`config.mk`:
```
export PLATFORM = sky130hd
export DESIGN_NAME = l2_plru
export DESIGN_NICKNAME = d
export VERILOG_FILES = /design/src/common/l2_pkg.sv /design/src/l2cache/l2_plru.sv
export VERILOG_INCLUDE_DIRS = /design/src /design/src/common
export SDC_FILE = /design/constraint.sdc
export NUM_CORES = 1
export LEC_CHECK = 0
export BUFFER_PORTS_ARGS = -buffer_cell sky130_fd_sc_hd__buf_2
export CAP_MARGIN = 20
export CELL_PAD_IN_SITES_DETAIL_PLACEMENT = 1
export CELL_PAD_IN_SITES_GLOBAL_PLACEMENT = 2
export CORE_MARGIN = 5
export CORE_UTILIZATION = 43
export CTS_BUF_LIST = sky130_fd_sc_hd__clkbuf_8 sky130_fd_sc_hd__clkbuf_16
export CTS_CLUSTER_DIAMETER = 50
export DETAILED_ROUTE_END_ITERATION = 16
export PLACE_DENSITY_LB_ADDON = 0.1
export SLEW_MARGIN = 20
export SYNTH_ARGS = -nofsm -noshare
export SYNTH_HDL_FRONTEND = slang
export SYNTH_SLANG_ARGS = --single-unit
```
`constraint.sdc`:
```
create_clock -name clk -period 2.6 [get_ports clk]
set_input_delay 0 -clock clk [delete_from_list [all_inputs] [get_ports clk]]
set_output_delay 0 -clock clk [all_outputs]
set_load 0.03 [all_outputs]
```
`src/common/l2_cfg.svh`:
```
`ifndef L2_CFG_SVH
`define L2_CFG_SVH

// set index width, 4 bits gives 16 sets
`define L2_SET_BITS 4

// byte address width on both ports
`define L2_ADDR_BITS 32

// 256-bit lines, so 32 bytes per line
`define L2_OFFSET_BITS 5

`define L2_TAG_BITS (`L2_ADDR_BITS - `L2_SET_BITS - `L2_OFFSET_BITS)

`endif

```
`src/common/l2_pkg.sv`:
```
`include "l2_cfg.svh"

package l2_pkg;

    typedef logic [255:0] line_t;

    typedef logic [1:0] l2_way_t;   // four ways, fixed by the plru tree

    typedef struct packed {
        logic [`L2_TAG_BITS-1:0]    tag;
        logic [`L2_SET_BITS-1:0]    set;
        logic [`L2_OFFSET_BITS-1:0] offset;
    } l2_addr_fields_t;

    // same address word seen raw or split into fields
    typedef union packed {
        logic [`L2_ADDR_BITS-1:0] raw;
        l2_addr_fields_t          f;
    } l2_addr_u;

    typedef struct packed {
        logic                    dirty;
        logic [`L2_TAG_BITS-1:0] tag;
    } l2_tag_t;

    typedef enum logic [2:0] {
        idle,
        compare,
        write_back,
        allocate,
        refill_wait,
        flush_check,
        flush_write
    } l2_state_e;

endpackage

```
`src/l2cache/l2_plru.sv`:
```
`timescale 1ns/1ps
`include "l2_cfg.svh"

module l2_plru (
    input  logic                    clk,
    input  logic                    rst_n,
    input  logic [`L2_SET_BITS-1:0] set_idx,
    input  logic                    touch,
    input  l2_pkg::l2_way_t         touch_way,
    input  logic                    clear,
    output l2_pkg::l2_way_t         victim_way
);
    import l2_pkg::*;

    localparam int num_sets = 1 << `L2_SET_BITS;

    logic [2:0] tree [num_sets];   // [2] root, [1] pair 0/1, [0] pair 2/3
    logic [2:0] cur;
    logic [2:0] upd;

    assign cur = tree[set_idx];

    always_comb begin
        unique case (touch_way)
            2'd0:    upd = {1'b1, 1'b1, cur[0]};
            2'd1:    upd = {1'b1, 1'b0, cur[0]};
            2'd2:    upd = {1'b0, cur[1], 1'b1};
            default: upd = {1'b0, cur[1], 1'b0};
        endcase
    end

    // root picks the pair, pair bit picks the way
    assign victim_way = cur[2] ? (cur[0] ? 2'd3 : 2'd2) : (cur[1] ? 2'd1 : 2'd0);

    always_ff @(posedge clk or negedge rst_n) begin
        if (!rst_n) begin
            for (int s = 0; s < num_sets; s++) tree[s] <= '0;
        end else if (clear) begin
            for (int s = 0; s < num_sets; s++) tree[s] <= '0;
        end else if (touch) begin
            tree[set_idx] <= upd;
        end
    end

endmodule

```
### Yosys cells after proc, flatten, opt, wreduce, memory -nomap -nowiden

Index checks and enable logic that the tools add are counted.

| word-level totals | value |
|---|---|
| register bits | 48 |
| word-level logic and storage cells | 36 |
| bits of input ports | 10 |

| cells by class | value |
|---|---|
| reduce and logical (&&, ||, !) cells | 3 |
| bitwise logic cells | 1 |
| muxes and demuxes | 12 |
| equality and inequality tests | 2 |
| order comparisons | 2 |

Operator list:

| cell | count |
|---|---|
| 48-bit two-way mux | 2 |
| 48-bit bitwise mux | 1 |
| 3-bit binary-select mux with 4-bit select | 1 |
| 3-bit demux with 4-bit select | 1 |
| 3-bit two-way mux | 3 |
| 3-bit case mux with 3 select lines | 1 |
| 5-bit >= comparator (second input constant) | 1 |
| 5-bit by 1-bit < comparator with 1-bit output (second input constant) | 1 |
| 4-bit inverter with 5-bit output | 1 |
| 2-bit by 1-bit == test with 1-bit output (second input constant) | 1 |
| 2-bit == test (second input constant) | 1 |
| 2-bit logical NOT | 1 |
| 1-bit two-way mux | 2 |
| 2-bit two-way mux | 1 |
| 2-bit nonzero test | 1 |
| 1-bit logical AND | 1 |

### Depth between registers and ports, before layout

| logic depth | value |
|---|---|
| word-level depth | 8 |
| depth in mapped cells | 8 |

### Least setup slack after synthesis

OpenSTA, ideal clock, no wires.

| path | value |
|---|---|
| path kind | register to output |
| start | reg tree[14] (netlist name) |
| end | out victim_way[0] |
| buffers on the path | 0 |
| arrival | 1,736 ps |
| path slack | 864 ps |
| data required time | 2,600 ps |
| cell stages (with the launch flop) | 6 |
| path through | dfrtp_1 > mux4_2 > and2_1 > a211oi_2 > a21oi_1 > mux2_4 |

| on the way | value |
|---|---|
| longest elaborated chain between the ends | 4 |

RTL lines:

| item | line | RTL |
|---|---|---|
| start: declaration | l2_plru.sv:17 | `logic [2:0] tree [num_sets];` |
| start signal: indexed assignment | l2_plru.sv:41 | `tree[set_idx] <= upd;` |
| 3-bit binary-select mux with 4-bit select | l2_plru.sv:21 | `assign cur = tree[set_idx];` |
| 3-bit two-way mux (implied by the code) (2 in series) | l2_plru.sv:21 |  |
| 2-bit two-way mux | l2_plru.sv:33 | `assign victim_way = cur[2] ? (cur[0] ? 2'd3 : 2'd2) : (cur[1] ? 2'd1 : 2'd0);` |
| end: declaration | l2_plru.sv:11 | `output l2_pkg::l2_way_t victim_way` |

Every way passes these cells. The select of a mux whose other input is x is not followed.

### Worst setup path in the final report

Same ends and word-level chain as after synthesis.

==> results.toml <==
[critical_path]
crit_buf_inv = 1
crit_path_max_incr_delay_ns = 0.48
end_kind = "output pin"
arrival_ns = 2.13
path_class = "register to output pin"
critPathTopFamily = "multiplexers"
slowest_stage = "mux4_2"
critical_path_peak_fanout = 2
start_kind = "register"
crit_required_ns = 2.60
path_cells = "mux4_2 -> and2_1 -> a211oi_2 -> a21oi_1 -> mux2_4 -> buf_2"

[power]
vdd_drop_max_uv = 227
power_density_nw_per_um2 = 546
total_power_mw = 1.57
p_leak_nw = 1.27

[cells_and_area]
n_antenna_cell = 0
area_delta_synth_final_pct = 8.16
reg_top3 = "tree (48)"
largest_reg_flops = 48
drive_gt1_frac = 0.210
n_fill_cell = 681
ff_latch_area_sq_um = 1200
fin_nets = 280
multi_input_area_sq_um = 1350
largest_register = "tree"

[die]
row_count = 28
initial_core_util = 0.445
ios = 12
fp.dieW_um = 88.5
die_area_sq_um = 7840
die_y_um = 88.5
coreArea_sq_um = 5960

[route]
drt-initial-drc-count = 77
drc = 0
vias = 1976
wl_um = 6820
ant_nets = 0
first_pass_iters = 4
via_per_inst = 5.71
wl_per_cell_um = 19.7

[timing]
final_max_slew_viol_count = 0
skew_ns = 0.0105
setup_tns_ns = 0
hold_viol_final = 0
slew_headroom = 0.340
rsz0062_at_grt = "false"
timing.final.crit_share = 0.818
setup-violations-final = 0
tightest_slew_ns = 0.990
fin_crit_ns = 2.13
max_freq_ghz = 0.470

[logic_synthesis]
ys_types = 39
synth_seq_area_share = 0.453
syn_avg_cell_area_sq_um = 10.0
synth_flop_cell = "dfrtp_1"
netlist_area_sq_um = 2650
netlist.area_leader.share = 0.453
ys_top_cells_by_count = "nor2_1 (62), dfrtp_1 (48), a21oi_1 (24)"
yosysTopAreaCell = "dfrtp_1"
synth_seq_cells = 48
async_reset_ff_frac = 1.00
yosysMostFrequentCell = "nor2_1"
netlist_top_cells_area = "dfrtp_1 (45%), nor2_1 (8.8%), a211oi_2 (5.2%)"
synth_edf_count = 0
syn-num-nets = 274
synthCells = 264
yosys_warnings = 0

[min_path]
hp-class = "input pin to register"

[placement]
place.gp.congestion = 0.743
portBuffers = 11
dp_hpwl_um = 4730

[clocking]
clk_pin_slew_ns = 0.10
cts_setup_buffers = 0
cts.repair.resized = 0
cts_sinks = 48
tritoncts = "yes"
htreeDepth = 2
cts_made_buffers = 5
clk_latency_ns = 0.31
clk_path_buf_depth = 2
cts_root_buffer = "clkbuf_8"

[global_routing]
grt_pass1_vias = 2076
grt_pass1_wl_um = 11400
grtUsageTotal = 0.192
antenna_found_initial = 0
grt_max_degree = 49
grt.overflow.total = 0

[job]
cap_viol_max_count = 0

[outcome]
status = "finished clean"
[layout by cell type (no fill, tap or decap), drive strengths merged]
cell / netlist / routed
mux2: 14 / 14
a31oi: 1 / 1
nand2: 11 / 11
o22ai: 3 / 3
a21oi: 24 / 24
nand3: 6 / 6
buf: 7 / 14
dfrtp: 48 / 48
nand2b: 4 / 4
bufinv: 0 / 1
dlygate4sd3: 0 / 1
clkbuf: 9 / 7
o41ai: 1 / 1
or3: 1 / 1
o221ai: 2 / 2
nor2: 65 / 65
inv: 3 / 3
and2: 1 / 1
o22a: 1 / 1
mux2i: 13 / 13
mux4: 4 / 4
a211oi: 18 / 18
or2: 1 / 1
and2b: 1 / 1
o21bai: 1 / 1
nor3b: 1 / 1
and3b: 1 / 1
o21ai: 4 / 4
nor3: 16 / 16
a41o: 1 / 1
nor2b: 2 / 2
[stage by stage]
step | hold slack, ns | instance area (sq um) | std cells | worst slack (ns) | util
finish | 0.220 | 2870 | 346 | 0.474 | 0.482
global route | 0.238 | 2870 | 346 | 0.348 | 0.482
CTS | 0.210 | 2870 | 346 | 0.454 | 0.482
detailed placement | 0.0728 | 2730 | 337 | 0.459 | 0.459
global placement | 0.0575 | 2730 | 337 | 0.502 | 0.459
floorplan | -0.296 | 2650 | 264 | 0.864 | -
[cell type report]
type	instances	share of cell area
clock buffers	7	0.0336
flip-flops and latches	48	0.419
clock inverters	1	0.0105
inverters	3	0.00392
multi-input cells	197	0.470
repair buffers	15	0.0305
well taps	75	0.0327
[worst min-delay path: cells and delay by family]
family | cells | cell delay (ns)
buf+inv | 1 | 0.22
simple gates | 2 | 0.22
compound gates | 1 | 0.05
[layer usage]
| metal | routed length [um] | vias to the layer above | track usage |
|---|---|---|---|
| met5 | 0 | - | 0 |
| met4 | 29 | 0 | 0.0412 |
| met3 | 162 | 2 | 0.0354 |
| met2 | 3100 | 16 | 0.282 |
| met1 | 3520 | 1011 | 0.294 |
| li1 | - | 947 | - |
[logic make-up after synthesis]
group / Yosys count / synth area share
compound gates: 56 / 0.167
buf+inv: 19 / 0.0387
flops: 48 / 0.453
mux: 31 / 0.147
simple gates: 110 / 0.194
[where the power goes]
part	switching [mW]	internal (mW)	leakage [nW]
Combinational	0.137	0.0620	0.538
Sequential	0.00683	0.758	0.667
Clock	0.263	0.340	0.0645
Total	0.407	1.16	1.27
[timing repair]
item | in CTS | in global routing
hold endpoints to repair | 26 | 0
hold buffers | 1 | 0
setup endpoints to repair | 0 | 0
[path summary, 6_finish.rpt]
kind	to	slack [ns]	depth (start not counted)	start
setup / recovery	victim_way[0]	0.47	6	tree[14]
hold / removal	tree[23]	0.22	4	touch_way[1]
setup reg to reg	tree[15]	0.84	6	tree[12]
hold reg to reg	tree[38]	0.52	2	tree[38]
max in group asynchronous	tree[33]	1.60	3	rst_n
min in group asynchronous	tree[26]	0.25	2	rst_n
No activity file was read; power rests on OpenSTA's default activity.
