[src/common/l2_cfg.svh]
`ifndef L2_CFG_SVH
`define L2_CFG_SVH

// set index width, 4 bits gives 16 sets
`define L2_SET_BITS 4

// byte address width on both ports
`define L2_ADDR_BITS 32

// 256-bit lines, so 32 bytes per line
`define L2_OFFSET_BITS 5

`define L2_TAG_BITS (`L2_ADDR_BITS - `L2_SET_BITS - `L2_OFFSET_BITS)

`endif

[src/common/l2_pkg.sv]
`include "l2_cfg.svh"

package l2_pkg;

    typedef logic [255:0] line_t;

    typedef logic [1:0] l2_way_t;   // four ways, fixed by the plru tree

    typedef struct packed {
        logic [`L2_TAG_BITS-1:0]    tag;
        logic [`L2_SET_BITS-1:0]    set;
        logic [`L2_OFFSET_BITS-1:0] offset;
    } l2_addr_fields_t;

    // same address word seen raw or split into fields
    typedef union packed {
        logic [`L2_ADDR_BITS-1:0] raw;
        l2_addr_fields_t          f;
    } l2_addr_u;

    typedef struct packed {
        logic                    dirty;
        logic [`L2_TAG_BITS-1:0] tag;
    } l2_tag_t;

    typedef enum logic [2:0] {
        idle,
        compare,
        write_back,
        allocate,
        refill_wait,
        flush_check,
        flush_write
    } l2_state_e;

endpackage

[src/logic/flush_walker.sv]
`timescale 1ns/1ps
`include "l2_cfg.svh"

module flush_walker (
    input  logic                    clk,
    input  logic                    rst_n,
    input  logic                    start,
    input  logic                    step,
    output logic [`L2_SET_BITS-1:0] walk_set,
    output l2_pkg::l2_way_t         walk_way,
    output logic                    last
);
    import l2_pkg::*;

    logic [`L2_SET_BITS+1:0] slot;   // set in the upper bits, way in the low two

    always_ff @(posedge clk or negedge rst_n) begin
        if (!rst_n) begin
            slot <= '0;
        end else if (start) begin
            slot <= '0;
        end else if (step) begin
            slot <= slot + 1'b1;
        end
    end

    assign walk_set = slot[`L2_SET_BITS+1:2];
    assign walk_way = l2_way_t'(slot[1:0]);
    assign last     = &slot;

endmodule

[config.mk]
export PLATFORM = sky130hd
export DESIGN_NAME = flush_walker
export DESIGN_NICKNAME = d
export VERILOG_FILES = /design/src/common/l2_pkg.sv /design/src/logic/flush_walker.sv
export VERILOG_INCLUDE_DIRS = /design/src /design/src/common
export SDC_FILE = /design/constraint.sdc
export NUM_CORES = 1
export LEC_CHECK = 0
export BUFFER_PORTS_ARGS = -buffer_cell sky130_fd_sc_hd__buf_4
export CAP_MARGIN = 40
export CELL_PAD_IN_SITES_DETAIL_PLACEMENT = 0
export CELL_PAD_IN_SITES_GLOBAL_PLACEMENT = 1
export CORE_AREA = 3 3 40 42
export CTS_BUF_LIST = sky130_fd_sc_hd__clkbuf_4
export CTS_CLUSTER_DIAMETER = 200
export DETAILED_ROUTE_END_ITERATION = 8
export DIE_AREA = 0 0 43 45
export GPL_TIMING_DRIVEN = 1
export PLACE_DENSITY_LB_ADDON = 0.12
export SKIP_LAST_GASP = 1
export SLEW_MARGIN = 10
export SYNTH_ARGS = -nofsm -noshare
export SYNTH_HDL_FRONTEND = slang
export SYNTH_SLANG_ARGS = --single-unit
[constraint.sdc]
create_clock -name clk -period 1.2 [get_ports clk]
set_input_delay 0.06 -clock clk [delete_from_list [all_inputs] [get_ports clk]]
set_output_delay 0.06 -clock clk [all_outputs]
set_load 0.1 [all_outputs]
Yosys cells after proc, flatten, opt, wreduce, memory -nomap -nowiden. Cells that the tools add are included.

Register bits: 6. Output and inout port bits: 7. Logic and storage cells: 6.

$add $sub $neg: 1. Muxes and demuxes: 2. Reductions and logical operators: 2.

Operators with widths (count): 2-to-1 mux 6 bit (2); adder 6 x 1 -> 6 bit, second input constant (1); AND reduction 6 bit (1); nonzero test 2 bit (1).

Logic depth before layout (Yosys ltp). Gate-level depths: netlist of run 1.

Depth in word-level cells: 3. Mapped depth: 4. Gate-level depth less buffers: 4.

Worst setup path after synthesis of run 1. OpenSTA, ideal clock, no wires.

Path kind: register to output. Start: reg slot[0]. End: out last. Arrival time: 2612 ps. Data required time: 1140 ps. Setup slack: -1472 ps. Cell stages (with the launch flop): 4. Path buffers: 0. Cell sequence: dfrtp_1 > ha_1 > nand2_1 > nor2_1.

Cells in the longest elaborated chain, start to end: 1.

RTL lines: start, declared (line flush_walker.sv:15) `` logic [`L2_SET_BITS+1:0] slot; ``; start signal, assigned (line flush_walker.sv:23) `slot <= slot + 1'b1;`; AND reduction 6 bit (line flush_walker.sv:29) `assign last = &slot;`; end, declared (line flush_walker.sv:11) `output logic last`.

Every way passes these cells.

Final worst setup path of run 1.
Start: reg slot[1]. End: out last.

The elaborated chain is that of the path after synthesis.

==> results.py, run 1 <==
metrics = {
    "clock_tree": {
        "insertion_delay_ns": 0.24,
        "ctsLongestPathBuffers": 2,
        "ctsRootBufferMaster": "clkbuf_4",
        "cts_sinks": 6,
        "htree_levels": 1,
        "clk_pin_slew_ns": 0.05,
        "cts_tree": "built",
        "cts-buffers-inserted": 3,
    },
    "drt": {
        "viasPerCell": 4.448,
        "drtAntennaViolNets": 0,
        "drtPass1Iterations": 1,
        "wl_um": 709,
        "drt-initial-drc-count": 0,
        "drt-wirelength-per-cell_um": 12.22,
        "drc": 0,
        "routed-via-count": 258,
    },
    "sta": {
        "rsz0062_at_grt": "true",
        "finalCritPeriodShare_pct": 102.3,
        "setup_ws_ns": -0.02777,
        "setup_viol_count_final": 1,
        "hold-worst-slack_ns": 0.01532,
        "skew_ns": 0.004899,
        "finalCriticalPeriod_ns": 1.228,
        "fin_setup_tns_ns": -0.02777,
        "tightest_slew_ns": 0.2785,
        "fmax_ghz": 0.8145,
        "relSlewSlack_pct": 81.59,
        "hold_viol": 0,
        "drv_slew": 0,
    },
    "min_path": {
        "holdPathEnd": "slot[5]",
        "hold_path_class": "in2reg",
        "hold_depth": 2,
        "hold_start": "start",
    },
    "setup_path": {
        "cp_max_fo": 3,
        "slowest_stage": "dfrtp_4",
        "crit_chain": "ha_4 > nand2_4 > nor2_4 > buf_12",
        "r2r_slack_ns": 0.02,
        "r2r_end": "slot[5]",
        "path_class": "reg2out",
        "ff2ff_path_depth": 4,
        "crit_path_max_incr_delay_ns": 0.49,
        "r2r-start": "slot[0]",
        "cp_top_family": "flip-flops",
        "worstSetupEndpointType": "primary output",
        "start_kind": "flip-flop",
        "path_buf_inv": 1,
        "cp_data_arrival_time_ns": 1.17,
        "crit_cells": 4,
        "crit_required_ns": 1.14,
    },
    "placement": {
        "place.gp.congestion": 0.6335,
        "portBuffers": 10,
        "placed_cells": 52,
        "place_worst_setup_slack_ns": 0.1053,
    },
    "run_status": {
        "status": "finished, violations left",
        "violations": "negative setup slack",
    },
    "cells_and_area": {
        "largest_register": "slot",
        "n_antenna_cell": 0,
        "instances_no_fill": 58,
        "nets": 50,
        "largestRegisters": "slot: 6 flops",
        "nFillCells": 129,
        "largest_reg_flops": 6,
        "syn2layout_area_growth_pct": 78.22,
        "drive_gt1_share_pct": 60.47,
    },
    "synth": {
        "ys_seq_area_share_pct": 53.33,
        "ys_types": 13,
        "yosysWarningCount": 0,
        "ys_ff_latch": 6,
        "synth_fp_nets": 33,
        "syn_avg_cell_area_um2": 10.05,
        "synth_cells": 28,
        "syn-cell-area_um2": 281.5,
    },
    "die": {
        "core_um2": 1285,
        "die_h_um": 45,
        "top_level_ports": 11,
        "rows": 13,
        "die_w_um": 43,
        "initial_utilization_pct": 21.91,
        "die_area_um2": 1935,
    },
    "grt": {
        "grt_pass1_vias": 289,
        "grt_first_pass_wirelength_mm": 1.311,
        "grt_max_degree": 7,
        "antenna_found_initial": 0,
        "grt_overflow": 0,
        "grt_usage_pct": 9.783,
    },
    "job": {
        "cap_violations": 0,
    },
    "power_and_ir_drop": {
        "cellLeakagePower_uw": 0.0002126,
        "vdd_drop_max_v": 0.0004642,
        "p_per_area_nw_per_um2": 1068,
        "power_uw": 536.1,
    },
}
## routing by layer
| layer | global-route usage, % | part of all wire, % | vias up |
|---|---|---|---|
| met3 | 6.375 | 11 | 2 |
| met1 | 11.71 | 42 | 120 |
| li1 | - | - | 124 |
| met5 | 0 | 0 | - |
| met2 | 14.07 | 46 | 12 |
| met4 | 3.614 | 1.1 | 0 |
## worst max path at each step
| stage | end | startpoint |
|---|---|---|
| floorplan | last | slot[0] |
| global placement | slot[5] | slot[2] |
| detailed placement | slot[5] | slot[2] |
| CTS | last | slot[0] |
| global route | last | slot[1] |
| finish | last | slot[1] |
## placed cells by master, fill, tap and decap left out
master,n
nand2_4,1
mux2i_1,1
or3_1,1
nand3_4,1
ha_4,1
nand2_1,1
buf_4,9
nand3_1,1
nor2_4,1
buf_12,1
dfrtp_4,5
xor2_1,3
clkbuf_4,3
dfrtp_2,1
nand4_1,2
dlygate4sd3_1,1
nor2_1,5
xnor2_1,1
a21oi_2,1
o21ai_0,1
buf_6,2
## power by group
part / switching, µW / internal, µW
Sequential: 8.37 / 214
Clock: 74.9 / 113
Combinational: 82.9 / 42.2
Total: 166 / 370
## kinds of logic (layout without fill, tap and decap cells)
kind of cell | Yosys count | after routing | share of synthesized area (%)
flip-flops | 6 | 6 | 53.33
buffers and inverters | 1 | 16 | 1.776
XOR/XNOR | 4 | 4 | 12.45
AO/OA/AOI/OAI | 2 | 2 | 3.552
adder cells (fa/ha/maj) | 1 | 1 | 4.444
multiplexers | 1 | 1 | 3.556
AND/OR/NAND/NOR | 13 | 13 | 20.89
## worst reg2reg max path: cells and delay by family, from the launching register on
family	cells	cell delay [ns]
simple gates	2	0.42
flops	1	0.42
compound gates	1	0.14
buf+inv	1	0.13
## metrics by stage
step | area [µm²] | utilization (%)
after floorplan | 336.6 | -
after global placement | 425.4 | 33.11
after detailed placement | 425.4 | 33.11
after CTS | 490.5 | 38.17
after global routing | 501.7 | 39.05
final | 501.7 | 39.05
## area by class of cell
class                   instances  area [µm²]  area share (%)
clock buffers                   3       22.52           4.489
multi-input cells              21       170.2           33.92
flip-flops and latches          6       170.2           33.92
well taps                      15       18.77           3.741
repair buffers                 13       120.1           23.94
## synthesized netlist by cell type (all sizes together)
cell,instances,area (µm²)
nor2,6,22.52
o21ai,1,5.000
xor2,3,26.28
xnor2,1,8.760
or3,1,6.260
dfrtp,6,150.1
a21oi,1,5.000
nand2,2,7.510
buf,1,5.000
ha,1,12.51
nand3,2,10.01
mux2i,1,10.01
nand4,2,12.51
## what timing repair did
item / in CTS / in global routing
pin swaps: 2 / 1
gates cloned: 0 / 0
hold buffers: 1 / 0
buffers inserted: 2 / 0
endpoints found under the setup margin: 1 / 4
gates resized for setup: 4 / 3
hold endpoints to repair: 6 / 0
No activity file was read; power rests on OpenSTA's default activity.
==> run 2: changes to the inputs <==
Settings changed: CTS_BUF_LIST sky130_fd_sc_hd__clkbuf_4 to default, GPL_TIMING_DRIVEN 1 to 0.
==> results.py, run 2 (synthesis results as in run 1) <==
metrics = {
    "run_status": {
        "status": "finished, violations left",
        "violations": "negative setup slack",
    },
    "setup_path": {
        "crit_path_max_incr_delay_ns": 0.48,
        "r2r-start": "slot[0]",
        "slowest_stage": "dfrtp_4",
        "r2r_slack_ns": 0.03,
        "cp_max_fo": 2,
        "worstSetupEndpointType": "primary output",
        "cp_data_arrival_time_ns": 1.15,
        "r2r_end": "slot[4]",
        "ff2ff_path_depth": 5,
        "crit_required_ns": 1.14,
        "worstSetupStartpoint": "slot[0]",
        "start_kind": "flip-flop",
        "crit_chain": "ha_4 > nand2_4 > nor2_4 > buf_12",
        "path_class": "reg2out",
        "critPathCapture": "last",
    },
    "placement": {
        "placed_cell_area_um2": 422.9,
        "place.gp.congestion": 0.6800,
        "dp_hpwl_um": 508.1,
        "portBuffers": 9,
        "place_worst_setup_slack_ns": 0.09505,
    },
    "cells_and_area": {
        "layout_common_cells": "buf_4, nor2_1, dfrtp_4",
        "n_antenna_cell": 0,
        "post-route-util_pct": 38.95,
        "largest_register": "slot",
        "largest_reg_flops": 6,
        "largestRegisters": "slot: 6 flops",
        "nets": 51,
        "drive_gt1_share_pct": 61.36,
        "final_common_cell": "buf_4",
        "syn2layout_area_growth_pct": 77.78,
        "stdcell_area_um2": 500.5,
    },
    "sta": {
        "setup_viol_count_final": 1,
        "skew_ns": 0.003967,
        "setup_ws_ns": -0.008623,
        "finalCriticalPeriod_ns": 1.209,
        "finalCritPeriodShare_pct": 100.7,
        "rsz0062_at_grt": "true",
        "fmax_ghz": 0.8274,
        "relSlewSlack_pct": 81.45,
        "hold_viol": 0,
        "fin_setup_tns_ns": -0.008623,
        "tightest_slew_ns": 0.2806,
        "drv_slew": 0,
    },
    "die": {
        "initial_utilization_pct": 21.91,
        "die_w_um": 43,
        "die_area_um2": 1935,
        "rows": 13,
        "die_h_um": 45,
        "top_level_ports": 11,
        "core_um2": 1285,
    },
    "power_and_ir_drop": {
        "vdd_drop_max_v": 0.0008586,
        "power_uw": 525.2,
        "p_per_area_nw_per_um2": 1049,
        "cellLeakagePower_uw": 0.0002138,
    },
    "clock_tree": {
        "ctsRootBufferMaster": "clkbuf_4",
        "ctsLongestPathBuffers": 2,
        "clk_pin_slew_ns": 0.04,
        "cts-buffers-inserted": 3,
        "insertion_delay_ns": 0.24,
        "htree_levels": 1,
        "cts_sinks": 6,
        "cts_tree": "built",
    },
    "grt": {
        "grt_usage_pct": 8.703,
        "grt_first_pass_wirelength_mm": 1.138,
        "antenna_found_initial": 0,
        "grt_overflow": 0,
        "grt_pass1_vias": 265,
        "grt_max_degree": 7,
    },
    "drt": {
        "wl_um": 701,
        "drc": 0,
        "routed-via-count": 249,
        "viasPerCell": 4.220,
        "drt-wirelength-per-cell_um": 11.88,
        "drtPass1Iterations": 2,
        "drt-initial-drc-count": 2,
        "drtAntennaViolNets": 0,
    },
    "min_path": {
        "hold_path_class": "in2reg",
    },
    "job": {
        "cap_violations": 0,
    },
}
==> run 2: cell count changes in the layout (fill, tap and decap cells not counted), sizes merged <==
cell / before / now
buf: 12 / 13
==> run 2: timing repair <==
action	CTS	global route
buffers inserted	3	0
resized for setup	4	1
pin swaps	2	2
endpoints found under the hold margin	6	0
setup endpoints to repair	1	3
hold buffers	1	0
==> run 2: report_power, final <==
group	total, µW	switching [µW]	internal (µW)
combinational	122	83.1	38.9
clock	181	67.8	113
sequential	223	8.03	215
==> run 2: layer usage <==
metal  vias to the layer above  global-route usage, %  wire length, µm
met2                        11                  13.17              311
met3                         0                  7.171               66
met5                         -                      0                0
met1                       112                  8.802              323
met4                         0                  3.614                0
li1                        126                      -                -
==> run 2: cell type report <==
class                           count  area, µm²
Fill cell                         137      784.5
Multi-Input combinational cell     21      171.4
Sequential cell                     6      170.2
Timing Repair Buffer               13      112.6
Clock buffer                        3      22.52
Tap cell                           15      18.77
Buffer                              1      5.005
==> run 2: critical path: cells and delay by family (launching register included) <==
kind,cells,cell delay [ns]
buffers and inverters,1,0.15
and+or+nand+nor,2,0.10
adders and majority gates,1,0.18
DFF,1,0.48
==> run 2: worst min-delay path by stage <==
stage,start,endpoint,slack [ns],cells after the start
after floorplan,rst_n,slot[5],-0.24,0
after global placement,rst_n,slot[4],-0.13,1
after detailed placement,rst_n,slot[2],-0.13,1
after CTS,start,slot[5],0.007,2
after global routing,start,slot[5],0.005,2
final,start,slot[5],0.02,2
==> run 2: through the flow <==
stage	hold slack [ns]	instances
after floorplan	-0.2356	28
after global placement	-0.1269	52
after detailed placement	-0.1265	52
after CTS	0.007301	59
after global routing	0.005454	59
final	0.01604	59
